[src/source/mcu_pkg.sv]
package mcu_pkg;

  // Memory geometry
  localparam int ADDR_W = 8;

  // One extra bit so a size can cover a full memory
  localparam int SIZE_W = ADDR_W + 1;

  // Largest legal transfer size, sized to compare directly with size inputs
  localparam logic [SIZE_W-1:0] MAX_LEN = 9'd256;

  // Stream word widths
  localparam int DATA_W  = 16;
  localparam int SCALE_W = 8;

  // Buffer free count and reader in-flight count
  localparam int CNT_W = 3;

  // Stream buffer depth
  localparam logic [CNT_W-1:0] FIFO_DEPTH = 3'd4;

  // Global controller states
  typedef enum logic [2:0] {
    GLO_IDLE,
    GLO_START,
    GLO_OPERATE,
    GLO_END,
    GLO_ERROR
  } glo_state_t;

endpackage
[src/source/mcu_top.sv]
module mcu_top (
  input  logic                        clk,
  input  logic                        rst,
  input  logic                        operation_start,
  input  logic [mcu_pkg::SIZE_W-1:0]  data_size,
  input  logic [mcu_pkg::SIZE_W-1:0]  grid_size,
  input  logic [mcu_pkg::SIZE_W-1:0]  scle_size,
  output logic                        operation_in_progress,
  output logic                        operation_complete,
  output logic                        operation_error,
  output logic                        data_bram_en,
  output logic [mcu_pkg::ADDR_W-1:0]  data_bram_addr,
  input  logic [mcu_pkg::DATA_W-1:0]  data_bram_rddata,
  input  logic                        data_bram_rdvalid,
  output logic                        grid_bram_en,
  output logic [mcu_pkg::ADDR_W-1:0]  grid_bram_addr,
  input  logic [mcu_pkg::DATA_W-1:0]  grid_bram_rddata,
  input  logic                        grid_bram_rdvalid,
  output logic                        scle_bram_en,
  output logic [mcu_pkg::ADDR_W-1:0]  scle_bram_addr,
  input  logic [mcu_pkg::SCALE_W-1:0] scle_bram_rddata,
  input  logic                        scle_bram_rdvalid,
  output logic [mcu_pkg::DATA_W-1:0]  m_axis_data_tdata,
  output logic                        m_axis_data_tvalid,
  input  logic                        m_axis_data_tready,
  output logic                        m_axis_data_tlast,
  output logic [mcu_pkg::DATA_W-1:0]  m_axis_grid_tdata,
  output logic                        m_axis_grid_tvalid,
  input  logic                        m_axis_grid_tready,
  output logic                        m_axis_grid_tlast,
  output logic [mcu_pkg::SCALE_W-1:0] m_axis_scle_tdata,
  output logic                        m_axis_scle_tvalid,
  input  logic                        m_axis_scle_tready,
  output logic                        m_axis_scle_tlast
);

  logic                        start;
  logic                        abort;
  logic [mcu_pkg::SIZE_W-1:0]  data_len, grid_len, scle_len;
  logic                        data_err, grid_err, scle_err;
  logic                        data_last_sent, grid_last_sent, scle_last_sent;
  logic                        data_push, grid_push, scle_push;
  logic                        data_push_last, grid_push_last, scle_push_last;
  logic [mcu_pkg::CNT_W-1:0]   data_free, grid_free, scle_free;
  logic [mcu_pkg::DATA_W-1:0]  data_push_data, grid_push_data;
  logic [mcu_pkg::SCALE_W-1:0] scle_push_data;

  op_controller u_ctrl (
    .clk(clk), .rst(rst),
    .operation_start(operation_start),
    .data_size(data_size), .grid_size(grid_size), .scle_size(scle_size),
    .err_data(data_err), .err_grid(grid_err), .err_scle(scle_err),
    .last_data(data_last_sent), .last_grid(grid_last_sent), .last_scle(scle_last_sent),
    .start(start), .abort(abort),
    .len_data(data_len), .len_grid(grid_len), .len_scle(scle_len),
    .operation_in_progress(operation_in_progress),
    .operation_complete(operation_complete),
    .operation_error(operation_error)
  );

  // Data path
  bram_reader #(.payload_t(logic [mcu_pkg::DATA_W-1:0])) u_rd_data (
    .clk(clk), .rst(rst), .start(start), .abort(abort), .len(data_len),
    .bram_en(data_bram_en), .bram_addr(data_bram_addr),
    .bram_rddata(data_bram_rddata), .bram_rdvalid(data_bram_rdvalid),
    .free(data_free), .push(data_push), .push_data(data_push_data),
    .push_last(data_push_last), .err(data_err)
  );

  stream_fifo #(.payload_t(logic [mcu_pkg::DATA_W-1:0])) u_fifo_data (
    .clk(clk), .rst(rst), .flush(abort),
    .push(data_push), .push_data(data_push_data), .push_last(data_push_last),
    .free(data_free), .tdata(m_axis_data_tdata), .tvalid(m_axis_data_tvalid),
    .tready(m_axis_data_tready), .tlast(m_axis_data_tlast), .last_sent(data_last_sent)
  );

  // Grid path
  bram_reader #(.payload_t(logic [mcu_pkg::DATA_W-1:0])) u_rd_grid (
    .clk(clk), .rst(rst), .start(start), .abort(abort), .len(grid_len),
    .bram_en(grid_bram_en), .bram_addr(grid_bram_addr),
    .bram_rddata(grid_bram_rddata), .bram_rdvalid(grid_bram_rdvalid),
    .free(grid_free), .push(grid_push), .push_data(grid_push_data),
    .push_last(grid_push_last), .err(grid_err)
  );

  stream_fifo #(.payload_t(logic [mcu_pkg::DATA_W-1:0])) u_fifo_grid (
    .clk(clk), .rst(rst), .flush(abort),
    .push(grid_push), .push_data(grid_push_data), .push_last(grid_push_last),
    .free(grid_free), .tdata(m_axis_grid_tdata), .tvalid(m_axis_grid_tvalid),
    .tready(m_axis_grid_tready), .tlast(m_axis_grid_tlast), .last_sent(grid_last_sent)
  );

  // Scale path, narrower words
  bram_reader #(.payload_t(logic [mcu_pkg::SCALE_W-1:0])) u_rd_scle (
    .clk(clk), .rst(rst), .start(start), .abort(abort), .len(scle_len),
    .bram_en(scle_bram_en), .bram_addr(scle_bram_addr),
    .bram_rddata(scle_bram_rddata), .bram_rdvalid(scle_bram_rdvalid),
    .free(scle_free), .push(scle_push), .push_data(scle_push_data),
    .push_last(scle_push_last), .err(scle_err)
  );

  stream_fifo #(.payload_t(logic [mcu_pkg::SCALE_W-1:0])) u_fifo_scle (
    .clk(clk), .rst(rst), .flush(abort),
    .push(scle_push), .push_data(scle_push_data), .push_last(scle_push_last),
    .free(scle_free), .tdata(m_axis_scle_tdata), .tvalid(m_axis_scle_tvalid),
    .tready(m_axis_scle_tready), .tlast(m_axis_scle_tlast), .last_sent(scle_last_sent)
  );

endmodule

[src/source/stream_fifo.sv]
module stream_fifo #(
  parameter type payload_t = logic [15:0]
) (
  input  logic                      clk,
  input  logic                      rst,
  input  logic                      flush,
  input  logic                      push,
  input  payload_t                  push_data,
  input  logic                      push_last,
  output logic [mcu_pkg::CNT_W-1:0] free,
  output payload_t                  tdata,
  output logic                      tvalid,
  input  logic                      tready,
  output logic                      tlast,
  output logic                      last_sent
);

  // Word and its last flag kept side by side
  typedef struct packed {
    logic     last;
    payload_t data;
  } entry_t;

  entry_t                                 mem [mcu_pkg::FIFO_DEPTH];
  logic [$clog2(mcu_pkg::FIFO_DEPTH)-1:0] wr_ptr;
  logic [$clog2(mcu_pkg::FIFO_DEPTH)-1:0] rd_ptr;
  logic [mcu_pkg::CNT_W-1:0]              count;
  logic                                   pop;

  // Head entry shows directly on the stream
  assign tvalid    = (count != '0);
  assign tdata     = mem[rd_ptr].data;
  assign tlast     = mem[rd_ptr].last;
  assign pop       = tvalid && tready;
  assign last_sent = pop && tlast;
  assign free      = mcu_pkg::FIFO_DEPTH - count;

  always_ff @(posedge clk) begin
    if (push) begin
      mem[wr_ptr] <= '{last: push_last, data: push_data};
    end
  end

  always_ff @(posedge clk) begin
    if (rst || flush) begin
      wr_ptr <= '0;
      rd_ptr <= '0;
      count  <= '0;
    end else begin
      if (push) begin
        wr_ptr <= wr_ptr + 1'b1;
      end
      if (pop) begin
        rd_ptr <= rd_ptr + 1'b1;
      end
      case ({push, pop})
        2'b10: begin
          count <= count + 1'b1;
        end
        2'b01: begin
          count <= count - 1'b1;
        end
        default: begin
          count <= count;
        end
      endcase
    end
  end

  // Reader credit must keep writes away from a full buffer
  a_no_overflow: assert property (@(posedge clk) disable iff (rst)
    push |-> (free != '0));

endmodule

[src/source/bram_reader.sv]
module bram_reader #(
  parameter type payload_t = logic [15:0]
) (
  input  logic                       clk,
  input  logic                       rst,
  input  logic                       start,
  input  logic                       abort,
  input  logic [mcu_pkg::SIZE_W-1:0] len,
  output logic                       bram_en,
  output logic [mcu_pkg::ADDR_W-1:0] bram_addr,
  input  payload_t                   bram_rddata,
  input  logic                       bram_rdvalid,
  input  logic [mcu_pkg::CNT_W-1:0]  free,
  output logic                       push,
  output payload_t                   push_data,
  output logic                       push_last,
  output logic                       err
);

  logic                       active;
  // Addresses sent to the memory
  logic [mcu_pkg::SIZE_W-1:0] issued;
  // Words handed to the buffer
  logic [mcu_pkg::SIZE_W-1:0] returned;
  // Reads sent but not yet answered
  logic [mcu_pkg::CNT_W-1:0]  inflight;

  // One more read only if every outstanding read already has a slot
  assign bram_en   = active && (issued != len) && (free > inflight);
  assign bram_addr = issued[mcu_pkg::ADDR_W-1:0];

  // Answers come back in order and go straight to the buffer
  assign push      = bram_rdvalid && (inflight != '0);
  assign push_data = bram_rddata;
  assign push_last = push && ((returned + 1'b1) == len);

  // Answer with nothing outstanding means the memory misbehaved
  assign err = bram_rdvalid && (inflight == '0);

  always_ff @(posedge clk) begin
    if (rst || abort) begin
      active   <= 1'b0;
      issued   <= '0;
      returned <= '0;
      inflight <= '0;
    end else begin
      if (start) begin
        active   <= 1'b1;
        issued   <= '0;
        returned <= '0;
      end else begin
        if (bram_en) begin
          issued <= issued + 1'b1;
        end
        if (push) begin
          returned <= returned + 1'b1;
        end
        // Done once the final word is in the buffer
        if (push_last) begin
          active <= 1'b0;
        end
      end
      case ({bram_en, push})
        2'b10: begin
          inflight <= inflight + 1'b1;
        end
        2'b01: begin
          inflight <= inflight - 1'b1;
        end
        default: begin
          inflight <= inflight;
        end
      endcase
    end
  end

  // A new run finds the reader idle with no reads outstanding
  a_start_when_idle: assert property (@(posedge clk) disable iff (rst)
    start |-> (!active && (inflight == '0)));

endmodule

[src/source/op_controller.sv]
module op_controller (
  input  logic                       clk,
  input  logic                       rst,
  input  logic                       operation_start,
  input  logic [mcu_pkg::SIZE_W-1:0] data_size,
  input  logic [mcu_pkg::SIZE_W-1:0] grid_size,
  input  logic [mcu_pkg::SIZE_W-1:0] scle_size,
  input  logic                       err_data,
  input  logic                       err_grid,
  input  logic                       err_scle,
  input  logic                       last_data,
  input  logic                       last_grid,
  input  logic                       last_scle,
  output logic                       start,
  output logic                       abort,
  output logic [mcu_pkg::SIZE_W-1:0] len_data,
  output logic [mcu_pkg::SIZE_W-1:0] len_grid,
  output logic [mcu_pkg::SIZE_W-1:0] len_scle,
  output logic                       operation_in_progress,
  output logic                       operation_complete,
  output logic                       operation_error
);

  mcu_pkg::glo_state_t state;
  mcu_pkg::glo_state_t state_next;

  // Sticky end-of-stream flags with scle in the top bit and data in bit 0
  logic [2:0] done;
  logic       sizes_ok;
  logic       any_err;
  logic       running;

  // Legal range is 1 to MAX_LEN
  function automatic logic size_ok(input logic [mcu_pkg::SIZE_W-1:0] size);
    return (size != '0) && (size <= mcu_pkg::MAX_LEN);
  endfunction

  assign sizes_ok = size_ok(data_size) && size_ok(grid_size) && size_ok(scle_size);
  assign any_err  = err_data || err_grid || err_scle;
  assign running  = (state == mcu_pkg::GLO_START) || (state == mcu_pkg::GLO_OPERATE);

  always_comb begin
    state_next = state;
    case (state)
      mcu_pkg::GLO_IDLE: begin
        if (operation_start) begin
          state_next = sizes_ok ? mcu_pkg::GLO_START : mcu_pkg::GLO_ERROR;
        end
      end
      mcu_pkg::GLO_START: begin
        state_next = mcu_pkg::GLO_OPERATE;
      end
      mcu_pkg::GLO_OPERATE: begin
        if (&done) begin
          state_next = mcu_pkg::GLO_END;
        end
      end
      mcu_pkg::GLO_END: begin
        state_next = mcu_pkg::GLO_IDLE;
      end
      mcu_pkg::GLO_ERROR: begin
        state_next = mcu_pkg::GLO_IDLE;
      end
      default: begin
        state_next = mcu_pkg::GLO_IDLE;
      end
    endcase
    // A reader fault wins over normal completion
    if (running && any_err) begin
      state_next = mcu_pkg::GLO_ERROR;
    end
  end

  always_ff @(posedge clk) begin
    if (rst) begin
      state <= mcu_pkg::GLO_IDLE;
      done  <= '0;
    end else begin
      state <= state_next;
      if (state == mcu_pkg::GLO_START) begin
        done <= '0;
      end else begin
        done <= done | {last_scle, last_grid, last_data};
      end
    end
  end

  // Transfer sizes captured when a run is requested
  always_ff @(posedge clk) begin
    if ((state == mcu_pkg::GLO_IDLE) && operation_start) begin
      len_data <= data_size;
      len_grid <= grid_size;
      len_scle <= scle_size;
    end
  end

  assign start = (state == mcu_pkg::GLO_START);
  assign abort = (state == mcu_pkg::GLO_ERROR);

  // Status decoded straight from the state register
  assign operation_in_progress = running;
  assign operation_complete    = (state == mcu_pkg::GLO_END);
  assign operation_error       = (state == mcu_pkg::GLO_ERROR);

  // Each stream ends once per run and only while a run is under way
  a_end_in_run: assert property (@(posedge clk) disable iff (rst)
    (last_data || last_grid || last_scle) |->
      ((state == mcu_pkg::GLO_OPERATE) || (state == mcu_pkg::GLO_ERROR)));

  a_end_once: assert property (@(posedge clk) disable iff (rst)
    (({last_scle, last_grid, last_data} & done) == 3'b000));

endmodule

[config.mk]
export PLATFORM = sky130hd
export DESIGN_NAME = mcu_top
export DESIGN_NICKNAME = d
export VERILOG_FILES = /design/src/source/mcu_pkg.sv /design/src/source/mcu_top.sv /design/src/source/stream_fifo.sv /design/src/source/bram_reader.sv /design/src/source/op_controller.sv
export SDC_FILE = /design/constraint.sdc
export NUM_CORES = 1
export LEC_CHECK = 0
export BUFFER_PORTS_ARGS = -buffer_cell sky130_fd_sc_hd__buf_4
export CAP_MARGIN = 25
export CORE_ASPECT_RATIO = 1.5
export CORE_MARGIN = 2
export CORE_UTILIZATION = 59
export CTS_CLUSTER_DIAMETER = 100
export DETAILED_ROUTE_END_ITERATION = 10
export PLACE_DENSITY = 0.84
export SLEW_MARGIN = 40
export SYNTH_ARGS = -nofsm -noshare
export SYNTH_HDL_FRONTEND = slang
export SYNTH_SLANG_ARGS = --single-unit
[constraint.sdc]
create_clock -name clk -period 4.91 [get_ports clk]
set_clock_uncertainty 0.15 [all_clocks]
set_input_delay 0.2455 -clock clk [delete_from_list [all_inputs] [get_ports clk]]
set_output_delay 0.2455 -clock clk [all_outputs]
set_load 0.05 [all_outputs]
# Word-level counts from Yosys, hierarchy flattened
# Memories as Yosys holds them, arrays and structs flattened. A register that Yosys moved wholly into a read port is not among the register bits.
# Index checks and enable logic that the tools add are counted.
[totals]
regBits = 120
ramBits = 172
input_bits = 76
wordCells = 179
mem_count = 3
[classes]
add_sub_neg = 27
n_lt_le_gt_ge = 6
eq_ne = 26
muxes = 29
bitwise_logic = 1
reduce_logical = 60
[mem_list]
columns = ["memory", "depth", "width", "read_ports", "rd_clocked_by_memory_dff", "write_ports", "line", "text"]
rows = [
  ["u_fifo_data.mem", 4, 17, 1, 1, 1, "stream_fifo.sv:24", "entry_t mem [mcu_pkg::FIFO_DEPTH];"],
  ["u_fifo_grid.mem", 4, 17, 1, 1, 1, "stream_fifo.sv:24", ""],
  ["u_fifo_scle.mem", 4, 9, 1, 1, 1, "stream_fifo.sv:24", ""],
]
[op_table]
columns = ["cell", "count"]
rows = [
  ["$add A9 B1 Y9 const B", 6],
  ["$pmux W3 S2", 6],
  ["$logic_and A1 B1 Y1", 28],
  ["$eq A9 B9 Y1", 3],
  ["$le A9 B9 Y1 const B", 3],
  ["$ne A9 B9 Y1", 3],
  ["$reduce_bool A9 Y1", 3],
  ["$add A3 B1 Y3 const B", 6],
  ["$reduce_bool A2 Y1", 9],
  ["$reduce_bool A3 Y1", 6],
  ["$sub A3 B1 Y3 const B", 6],
  ["$add A2 B1 Y2 const B", 6],
  ["$eq A2 B1 Y1 const B", 6],
  ["$eq A2 B2 Y1 const B", 6],
  ["$logic_not A3 Y1", 4],
  ["$mux W1", 12],
  ["$mux W2", 6],
  ["$mux W3", 4],
  ["$gt A3 B3 Y1", 3],
  ["$pmux W3 S3", 1],
  ["$sub A3 B3 Y3 const A", 3],
  ["$eq A3 B2 Y1 const B", 2],
  ["$reduce_or A2 Y1", 3],
  ["$logic_or A1 B1 Y1", 4],
  ["8 further kinds", 10],
]

# Logic depth before layout (Yosys ltp)
# Gate-level depths: netlist of run 1.
[depth]
depth_word = 8
mapped_depth = 15
ltp_nobuf = 15

# Hierarchy
# Synthesis of run 1 repeated with hierarchy kept, for this count alone.
[unflattened]
hier_cells = 1108
hier_area_um2 = 14118.5
[by_module_without_submodules]
columns = ["module", "n_inst", "cells_each", "area_per_inst_um2"]
rows = [
  ["stream_fifo at u_fifo_data ...", 2, 143, 2961.6],
  ["bram_reader at u_rd_data ...", 2, 220, 1755.4],
  ["stream_fifo at u_fifo_scle", 1, 101, 1818.0],
  ["bram_reader at u_rd_scle", 1, 212, 1695.4],
  ["op_controller", 1, 69, 1171.1],
]

# Worst setup path after synthesis of run 1
# Ideal clock, no wire load.
[synth_timing]
path_kind = "reg2reg"
startpoint = "reg u_ctrl.state[2]"
endpoint = "reg u_ctrl.len_data[0] (netlist bit) (enable)"
arrival_time_ns = 3.379
required_time_ns = 4.271
slack_ns = 0.892
stages_incl_launch_ff = 3
n_path_buf = 1
cell_sequence = "dfxtp_1 -> clkbuf_1 -> nor4b_1"
[synth_via]
elab_chain_len = 2
[synth_lines]
columns = ["element", "line", "text"]
rows = [
  ["from (decl)", "op_controller.sv:24", "mcu_pkg::glo_state_t state;"],
  ["from (signal assigned)", "op_controller.sv:76", "state <= mcu_pkg::GLO_IDLE;"],
  ["from (signal assigned)", "op_controller.sv:79", "state <= state_next;"],
  ["$logic_not A3 Y1", "op_controller.sv:90", "if ((state == mcu_pkg::GLO_IDLE) && operation_start) begin"],
  ["$logic_and A1 B1 Y1", "op_controller.sv:90", ""],
  ["to (signal assigned)", "op_controller.sv:91", "len_data <= data_size;"],
  ["to (decl)", "op_controller.sv:16", "output logic [mcu_pkg::SIZE_W-1:0] len_data,"],
]
# Every way passes these cells.
# A chain may end at the register's enable or synchronous reset.

# Worst setup path after layout of run 1
[layout_timing]
startpoint = "reg u_fifo_data.count[0] (netlist bit)"
endpoint = "reg u_rd_data.inflight[2] (netlist bit)"
[layout_via]
elab_chain_len = 5
word_cells_on_any_way = 7
cone_classes = "add/sub: 1; order compare: 1; eq/ne: 2; mux: 1; reduce/logical: 2"
[layout_lines]
columns = ["element", "line", "text"]
rows = [
  ["from (decl)", "stream_fifo.sv:27", "logic [mcu_pkg::CNT_W-1:0] count;"],
  ["from (signal assigned)", "stream_fifo.sv:58", "count <= count + 1'b1;"],
  ["from (signal assigned)", "stream_fifo.sv:61", "count <= count - 1'b1;"],
  ["from (signal assigned)", "stream_fifo.sv:64", "count <= count;"],
  ["$sub A3 B3 Y3 (*)", "stream_fifo.sv:36", "assign free = mcu_pkg::FIFO_DEPTH - count;"],
  ["$gt A3 B3 Y1 (*)", "bram_reader.sv:29", "assign bram_en = active && (issued != len) && (free > inflight);"],
  ["$logic_and A1 B1 Y1 (*)", "bram_reader.sv:29", ""],
  ["$eq A2 B1 Y1 or $eq A2 B2 Y1 (tied branches)", "bram_reader.sv:63", "case ({bram_en, push})"],
  ["$pmux W3 S2 or $reduce_bool A2 Y1 (tied branches)", "n/a", ""],
  ["to (signal assigned)", "bram_reader.sv:65", "inflight <= inflight + 1'b1;"],
  ["to (signal assigned)", "bram_reader.sv:68", "inflight <= inflight - 1'b1;"],
  ["to (signal assigned)", "bram_reader.sv:71", "inflight <= inflight;"],
  ["to (decl)", "bram_reader.sv:26", "logic [mcu_pkg::CNT_W-1:0] inflight;"],
]
# Every way passes the cells marked *; elsewhere a longest branch is shown, timed or not.

==> impl_metrics.yaml, run 1 <==
clocking:
  ctsHoldBuffers: 69
  cts_buffer_depth: 3
  cts.clk_slew.worst_paths_ns: 0.07
  cts_sinks: 298
  clk_latency_ns: 0.52
  cts_htree_levels: 1
  cts_resized: 0
  cts_tree: "done"
  numCtsBuffers: 27
  clockRootBuffer: "clkbuf_16"
  postCtsSetupBuffers: 0
logic_synthesis:
  ys.warnings.count: 0
  synthMuxAreaShare_pct: 7.68
  synth-main-ff-cell: "edfxtp_1"
  synth_cell_types: 60
  yosysSeqAreaShare_pct: 59.4
  yosys.area_share.xor_xnor_pct: 6.28
  syn_inst: 1033
  synth-compound-area-share_pct: 5.97
  synthSimpleGateAreaFrac_pct: 12.0
  synth_edf_count: 199
  ys_async_sr_fraction_pct: 0
  synth_seq_cells: 298
  syn_avg_cell_area_sq_um: 13.0
  syn-num-nets: 1154
  synth_top_family_by_area: "simple AND/OR/NAND/NOR gates"
  netlist_area_sq_um: 13400
  yosys.area_share.adder_pct: 4.54
routing:
  num_vias: 8666
  vias_per_cell: 5.72
  drt_iter0_drc: 481
  drc: 0
  wl_mm: 27.2
  firstDrtPassIters: 6
  ant_nets: 0
  avgRoutedWirePerCell_um: 18.0
critical_path:
  path_class: "reg -> reg"
  reg2reg_from: "u_fifo_data.count[0]$_SDFFE_PP0P_"
  crit_required_ns: 5.21
  worstSetupEndpointType: "register"
  worstPathMaxFanout: 3
  start_kind: "register"
  crit_start: "u_fifo_data.count[0]$_SDFFE_PP0P_"
  critPathArrivalTime_ns: 3.45
timing:
  fin_crit_sh_pct: 64.3
  holdWs_ns: 0.0417
  grt_setup_unrepaired: "no"
  setup_viol: 0
  drv_slew: 0
  hold_viol_final: 0
  max_slew_margin_pct: 53.5
  layout_min_cycle_time_ns: 3.16
  worst_pin_slew_ns: 0.693
  fin_tns_setup_ns: 0
  max_freq_mhz: 317
final_layout:
  n_fill_cell: 1518
  fin_cells: 1515
  layout-drive-gt1-share_pct: 21.9
  area_growth_pct: 20.3
  final_common_cell: "edfxtp_1"
  finalNetCount: 1340
  final_util_pct: 72.3
  seqCellArea_sq_um: 7960
  final_cell_mix: "199 x edfxtp_1, 155 x buf_4, 97 x dfxtp_1"
  multi_input_area_sq_um: 4910
run:
  max_cap_viol_count: 0
die:
  fp.dieW_um: 127
  fp.dieH_um: 189
  ios: 152
  initial_core_util_pct: 60.1
  num_rows: 67
  core_sq_um: 22300
  fp.dieArea_sq_um: 23900
min_path:
  holdCritStartpoint: "scle_bram_rdvalid"
  hp-class: "in -> reg"
grt:
  grt_util_all_layers_pct: 22.7
  grt_max_degree: 58
  antenna_found_initial: 1
  grt_pass1_wl_mm: 43.5
  gr-total-overflow: 0
  grt_pass1_vias: 8697
outcome:
  status: "completed"
placed_design:
  io_buffers: 151
  gp_congestion: 0.838
  dp_cells: 1397
  hpwl_mm: 17.9
pwr:
  peakVddDrop_mv: 0.283
  p_leak_nw: 5.65
  total_power_mw: 5.04
  power.density_nw_per_um2: 313
[final timing paths]
check | end | slack [ns] | depth (start not counted)
min reg2reg | u_fifo_data.count[2]$_SDFFE_PP0P_ | 0.34 | 2
min | u_fifo_scle.wr_ptr[0]$_SDFFE_PP0P_ | 0.04 | 4
max | u_rd_data.inflight[2]$_SDFFE_PP0P_ | 1.75 | 13
max reg2reg | u_rd_data.inflight[2]$_SDFFE_PP0P_ | 1.75 | 13
[power by group]
group          leakage, nW  internal [mW]  switching (mW)
combinational         2.62          0.133           0.144
clock                0.401           1.17           0.873
sequential            2.62           2.70          0.0240
total                 5.65           4.00            1.04
[synth_stat cells (4+ instances only)]
| cell | count | area [sq um] |
|---|---|---|
| nor2_1 | 65 | 244 |
| edfxtp_1 | 199 | 5980 |
| nor3_1 | 16 | 80.1 |
| buf_1 | 6 | 22.5 |
| dfxtp_1 | 99 | 1980 |
| nand2_1 | 56 | 210 |
| a31o_2 | 5 | 43.8 |
| or4_1 | 15 | 113 |
| xor2_1 | 55 | 482 |
| and3_1 | 8 | 50.1 |
| xnor2_1 | 41 | 359 |
| or3_1 | 16 | 100 |
| o31ai_1 | 16 | 120 |
| nand4_1 | 17 | 106 |
| mux4_2 | 43 | 968 |
| and4_1 | 4 | 35.0 |
| nor4_1 | 15 | 93.8 |
| nor4b_1 | 7 | 61.3 |
| ha_1 | 39 | 488 |
| fa_1 | 6 | 120 |
| inv_1 | 50 | 188 |
| or2_2 | 6 | 37.5 |
| buf_4 | 25 | 188 |
| a21oi_1 | 57 | 285 |
| mux2i_1 | 6 | 60.1 |
| nor2b_1 | 9 | 56.3 |
| clkbuf_1 | 23 | 86.3 |
| o21ai_0 | 26 | 130 |
| buf_2 | 12 | 60.1 |
| and2_1 | 19 | 119 |
| nand3_1 | 25 | 125 |
[layout make-up]
class                           count  share of cell area [%]
Tap cell                          276                    2.14
Inverter                           50                    1.16
Clock buffer                       32                    4.31
Antenna cell                        1                  0.0155
Timing Repair Buffer              224                    11.5
Multi-Input combinational cell    618                    30.5
Sequential cell                   298                    49.4
Clock inverter                     16                    1.01
[critical path: stages (launching register included)]
cell     delay, ns
dfxtp_1       0.34
inv_1         0.09
ha_1          0.31
ha_1          0.32
nor2b_1       0.14
o21ai_0       0.21
a21oi_1       0.14
nand2_1       0.11
ha_1          0.18
inv_1         0.07
fa_1          0.43
xor2_1        0.16
or3_1         0.30
a21oi_1       0.13
[state kept, by name, indices dropped and copies added (netlist names), 9 cells and up, named ones only]
signal / count
u_ctrl.len_grid: 9
u_rd_scle.issued: 9
u_ctrl.len_data: 9
u_fifo_scle.mem: 36
u_fifo_grid.mem: 68
u_rd_grid.returned: 9
u_rd_data.returned: 9
u_rd_data.issued: 9
u_ctrl.len_scle: 9
u_rd_grid.issued: 9
u_fifo_data.mem: 68
u_rd_scle.returned: 9
[metal layers]
layer  GRT usage [%]  wire length (um)
met1            28.0             10800
met2            40.6             14300
met5               0                 0
met4            8.88               981
met3            2.78              1180
[logic make-up (layout without fill, tap and decap cells)]
group / Yosys count / after routing
other: 0 / 1
and+or+nand+nor: 298 / 298
adders and majority gates: 45 / 45
xor gates and xnor gates: 96 / 96
buffers and inverters: 117 / 322
AOI/OAI and AO/OA: 130 / 130
muxes: 49 / 49
DFF: 298 / 298
[stage by stage]
stage / instance area [sq um] / setup slack [ns]
2_1_floorplan: 13400 / 0.892
3_3_place_gp: 14500 / 1.89
3_5_place_dp: 14600 / 1.79
4_1_cts: 16100 / 1.77
5_1_grt: 16100 / 1.56
6_report: 16100 / 1.75
(Power assumes the default switching activity.)
==> run 2: changes to the inputs <==
--- a/config.mk
+++ b/config.mk
@@ -9,10 +9,10 @@
 export CAP_MARGIN = 25
 export CORE_ASPECT_RATIO = 1.5
 export CORE_MARGIN = 2
-export CORE_UTILIZATION = 59
+export CORE_UTILIZATION = 53
 export CTS_CLUSTER_DIAMETER = 100
 export DETAILED_ROUTE_END_ITERATION = 10
-export PLACE_DENSITY = 0.84
+export PLACE_DENSITY = 0.8
 export SLEW_MARGIN = 40
 export SYNTH_ARGS = -nofsm -noshare
 export SYNTH_HDL_FRONTEND = slang
==> constraint.sdc (replaced) <==
create_clock -name clk -period 2.55 [get_ports clk]
set_clock_uncertainty 0.15 [all_clocks]
set_input_delay 0.1275 -clock clk [delete_from_list [all_inputs] [get_ports clk]]
set_output_delay 0.1275 -clock clk [all_outputs]
set_load 0.05 [all_outputs]
==> run 2 against run 1 <==
- the flow now finishes with violations (setup timing)
- critical path depth rose by 2
- global-route usage increased by 0.077 points
- first-iteration DRC count fell by 1.5%
- critical endpoint is now u_rd_scle.inflight[2]$_SDFFE_PP0P_
- largest cell class unchanged
==> impl_metrics.yaml, run 2 (same netlist as run 1, synthesis figures left out) <==
clocking:
  cts.clk_slew.worst_paths_ns: 0.07
  numCtsBuffers: 28
  cts_tree: "done"
  clk_latency_ns: 0.53
  cts_buffer_depth: 3
  cts_sinks: 298
  clockRootBuffer: "clkbuf_16"
  cts_htree_levels: 1
critical_path:
  r2r_end: "u_rd_scle.inflight[2]$_SDFFE_PP0P_"
  start_kind: "register"
  worstPathCellList: "inv_2, ha_4, ha_4, inv_4, ha_4, nand3_2, nand2_2, a21oi_2, nand2_2, ha_4, inv_2, fa_2, xor2_2, or3_4, a21oi_2"
  worst_path_max_delay_cell: "or3_4"
  reg2reg_from: "u_fifo_scle.count[1]$_SDFFE_PP0P_"
  worst-r2r-setup-slack_ns: -0.27
  crit_required_ns: 2.87
  slowest_delay_ns: 0.37
  path_class: "reg -> reg"
  cp_num_buf_inv: 3
  cpMostUsedCell: "ha_4"
  ff2ff_path_depth: 15
  cp_top_family: "adder cells"
  worstSetupEndpointType: "register"
  critPathArrivalTime_ns: 3.13
  worstPathMaxFanout: 2
placed_design:
  hpwl_mm: 20.5
  io_buffers: 151
  gp_congestion: 0.883
  placedInstanceArea_sq_um: 15500
timing:
  worst_slack_ns: -0.266
  worst_pin_slew_ns: 0.623
  layout_min_cycle_time_ns: 2.82
  drv_slew: 0
  max_freq_mhz: 355
  holdWs_ns: 0.0628
  grt_setup_unrepaired: "yes"
  fin_crit_sh_pct: 110
  max_slew_margin_pct: 58.4
  hold_viol_final: 0
  setup_viol: 15
final_layout:
  top_regs: "u_fifo_data.mem x68, u_fifo_grid.mem x68, u_fifo_scle.mem x36"
  final_cell_mix: "256 x buf_4, 199 x edfxtp_1, 91 x dfxtp_1"
  area_growth_pct: 32.3
  antenna_cells: 0
  layout-drive-gt1-share_pct: 35.2
  final_cell_area_sq_um: 17700
  n_fill_cell: 1628
  final_common_cell: "buf_4"
  finalNetCount: 1458
  seqCellArea_sq_um: 7970
  multi_input_area_sq_um: 5380
run:
  max_cap_viol_count: 0
min_path:
  hp-class: "in -> reg"
  min_path_cells: 5
  holdCritStartpoint: "m_axis_grid_tready"
grt:
  gr-total-overflow: 0
  grt_pass1_wl_mm: 48.1
  grt_max_degree: 29
  grt_pass1_vias: 9832
  grt_util_all_layers_pct: 22.8
  antenna_found_initial: 0
routing:
  drt_iter0_drc: 474
  num_vias: 9363
  avgRoutedWirePerCell_um: 18.3
  vias_per_cell: 5.55
  firstDrtPassIters: 5
  drc: 0
  wl_mm: 30.9
  ant_nets: 0
pwr:
  power.density_nw_per_um2: 574
  p_leak_nw: 6.36
  peakVddDrop_mv: 0.592
outcome:
  status: "complete, but fails checks"
  violations: "setup timing"
die:
  initial_core_util_pct: 53.6
  fp.dieW_um: 134
  fp.dieArea_sq_um: 26600
  core_sq_um: 25000
  fp.dieH_um: 199
  ios: 152
  num_rows: 71
-- run 2: area by class of cell --
cell class / count / area share [%]
clock buffers: 35 / 4.28
flip-flops and latches: 298 / 45.0
clock inverters: 17 / 1.13
repair buffers: 340 / 15.8
inverters: 50 / 1.13
multi-input cells: 619 / 30.4
well taps: 328 / 2.32
-- run 2: how the worst max path moves through the flow --
| stage | from | to | slack, ns | depth (start not counted) |
|---|---|---|---|---|
| after floorplan | u_fifo_scle.count[0]$_SDFFE_PP0P_ | u_rd_scle.inflight[2]$_SDFFE_PP0P_ | -0.14 | 15 |
| after global placement | u_fifo_scle.count[1]$_SDFFE_PP0P_ | u_rd_scle.inflight[2]$_SDFFE_PP0P_ | -0.16 | 15 |
| after detailed placement | u_fifo_grid.count[1]$_SDFFE_PP0P_ | u_rd_grid.inflight[2]$_SDFFE_PP0P_ | -0.27 | 15 |
| after CTS | u_fifo_scle.count[1]$_SDFFE_PP0P_ | u_rd_scle.inflight[2]$_SDFFE_PP0P_ | -0.25 | 15 |
| after global routing | u_fifo_scle.count[1]$_SDFFE_PP0P_ | u_rd_scle.inflight[2]$_SDFFE_PP0P_ | -0.35 | 15 |
| final | u_fifo_scle.count[1]$_SDFFE_PP0P_ | u_rd_scle.inflight[2]$_SDFFE_PP0P_ | -0.27 | 15 |
-- run 2: through the flow --
step           util (%)  std cells  power, mW  TNS (ns)  setup WS, ns
2_1_floorplan         -       1033       5.59    -0.381        -0.140
4_1_cts            70.0       1683       10.2     -1.14        -0.247
5_1_grt            71.0       1687       10.4     -3.22        -0.351
3_3_place_gp       61.9       1538       5.83    -0.441        -0.157
6_report           71.0       1687       10.2     -1.73        -0.266
3_5_place_dp       62.0       1539       5.85    -0.963        -0.270
-- run 2: power by group --
group | internal (mW) | switching (mW) | total [mW] | leakage, nW
sequential | 5.20 | 0.0417 | 5.24 | 2.63
combinational | 0.320 | 0.316 | 0.636 | 3.28
clock | 2.52 | 1.77 | 4.29 | 0.452
-- run 2: tightest hold or removal path, cell delays in order --
cell     delay [ns]
buf_4          0.08
nor2b_1        0.19
buf_4          0.16
xnor2_1        0.07
nor2_1         0.08
-- run 2: timing repair --
item                                    in CTS  in global routing
hold buffers                                72                  0
resized for setup                           42                 51
setup buffers                               21                 12
endpoints found under the setup margin      12                 45
pin swaps                                   30                 20
cloned                                       0                  1
endpoints found under the hold margin      205                  0
-- run 2: routing by layer --
metal | track usage (%) | vias up | part of all wire [%]
li1 | - | 4397 | -
met1 | 24.7 | 4664 | 37
met2 | 44.9 | 228 | 55
met3 | 2.93 | 74 | 4.3
met4 | 7.68 | 0 | 3.4
met5 | 0 | - | 0
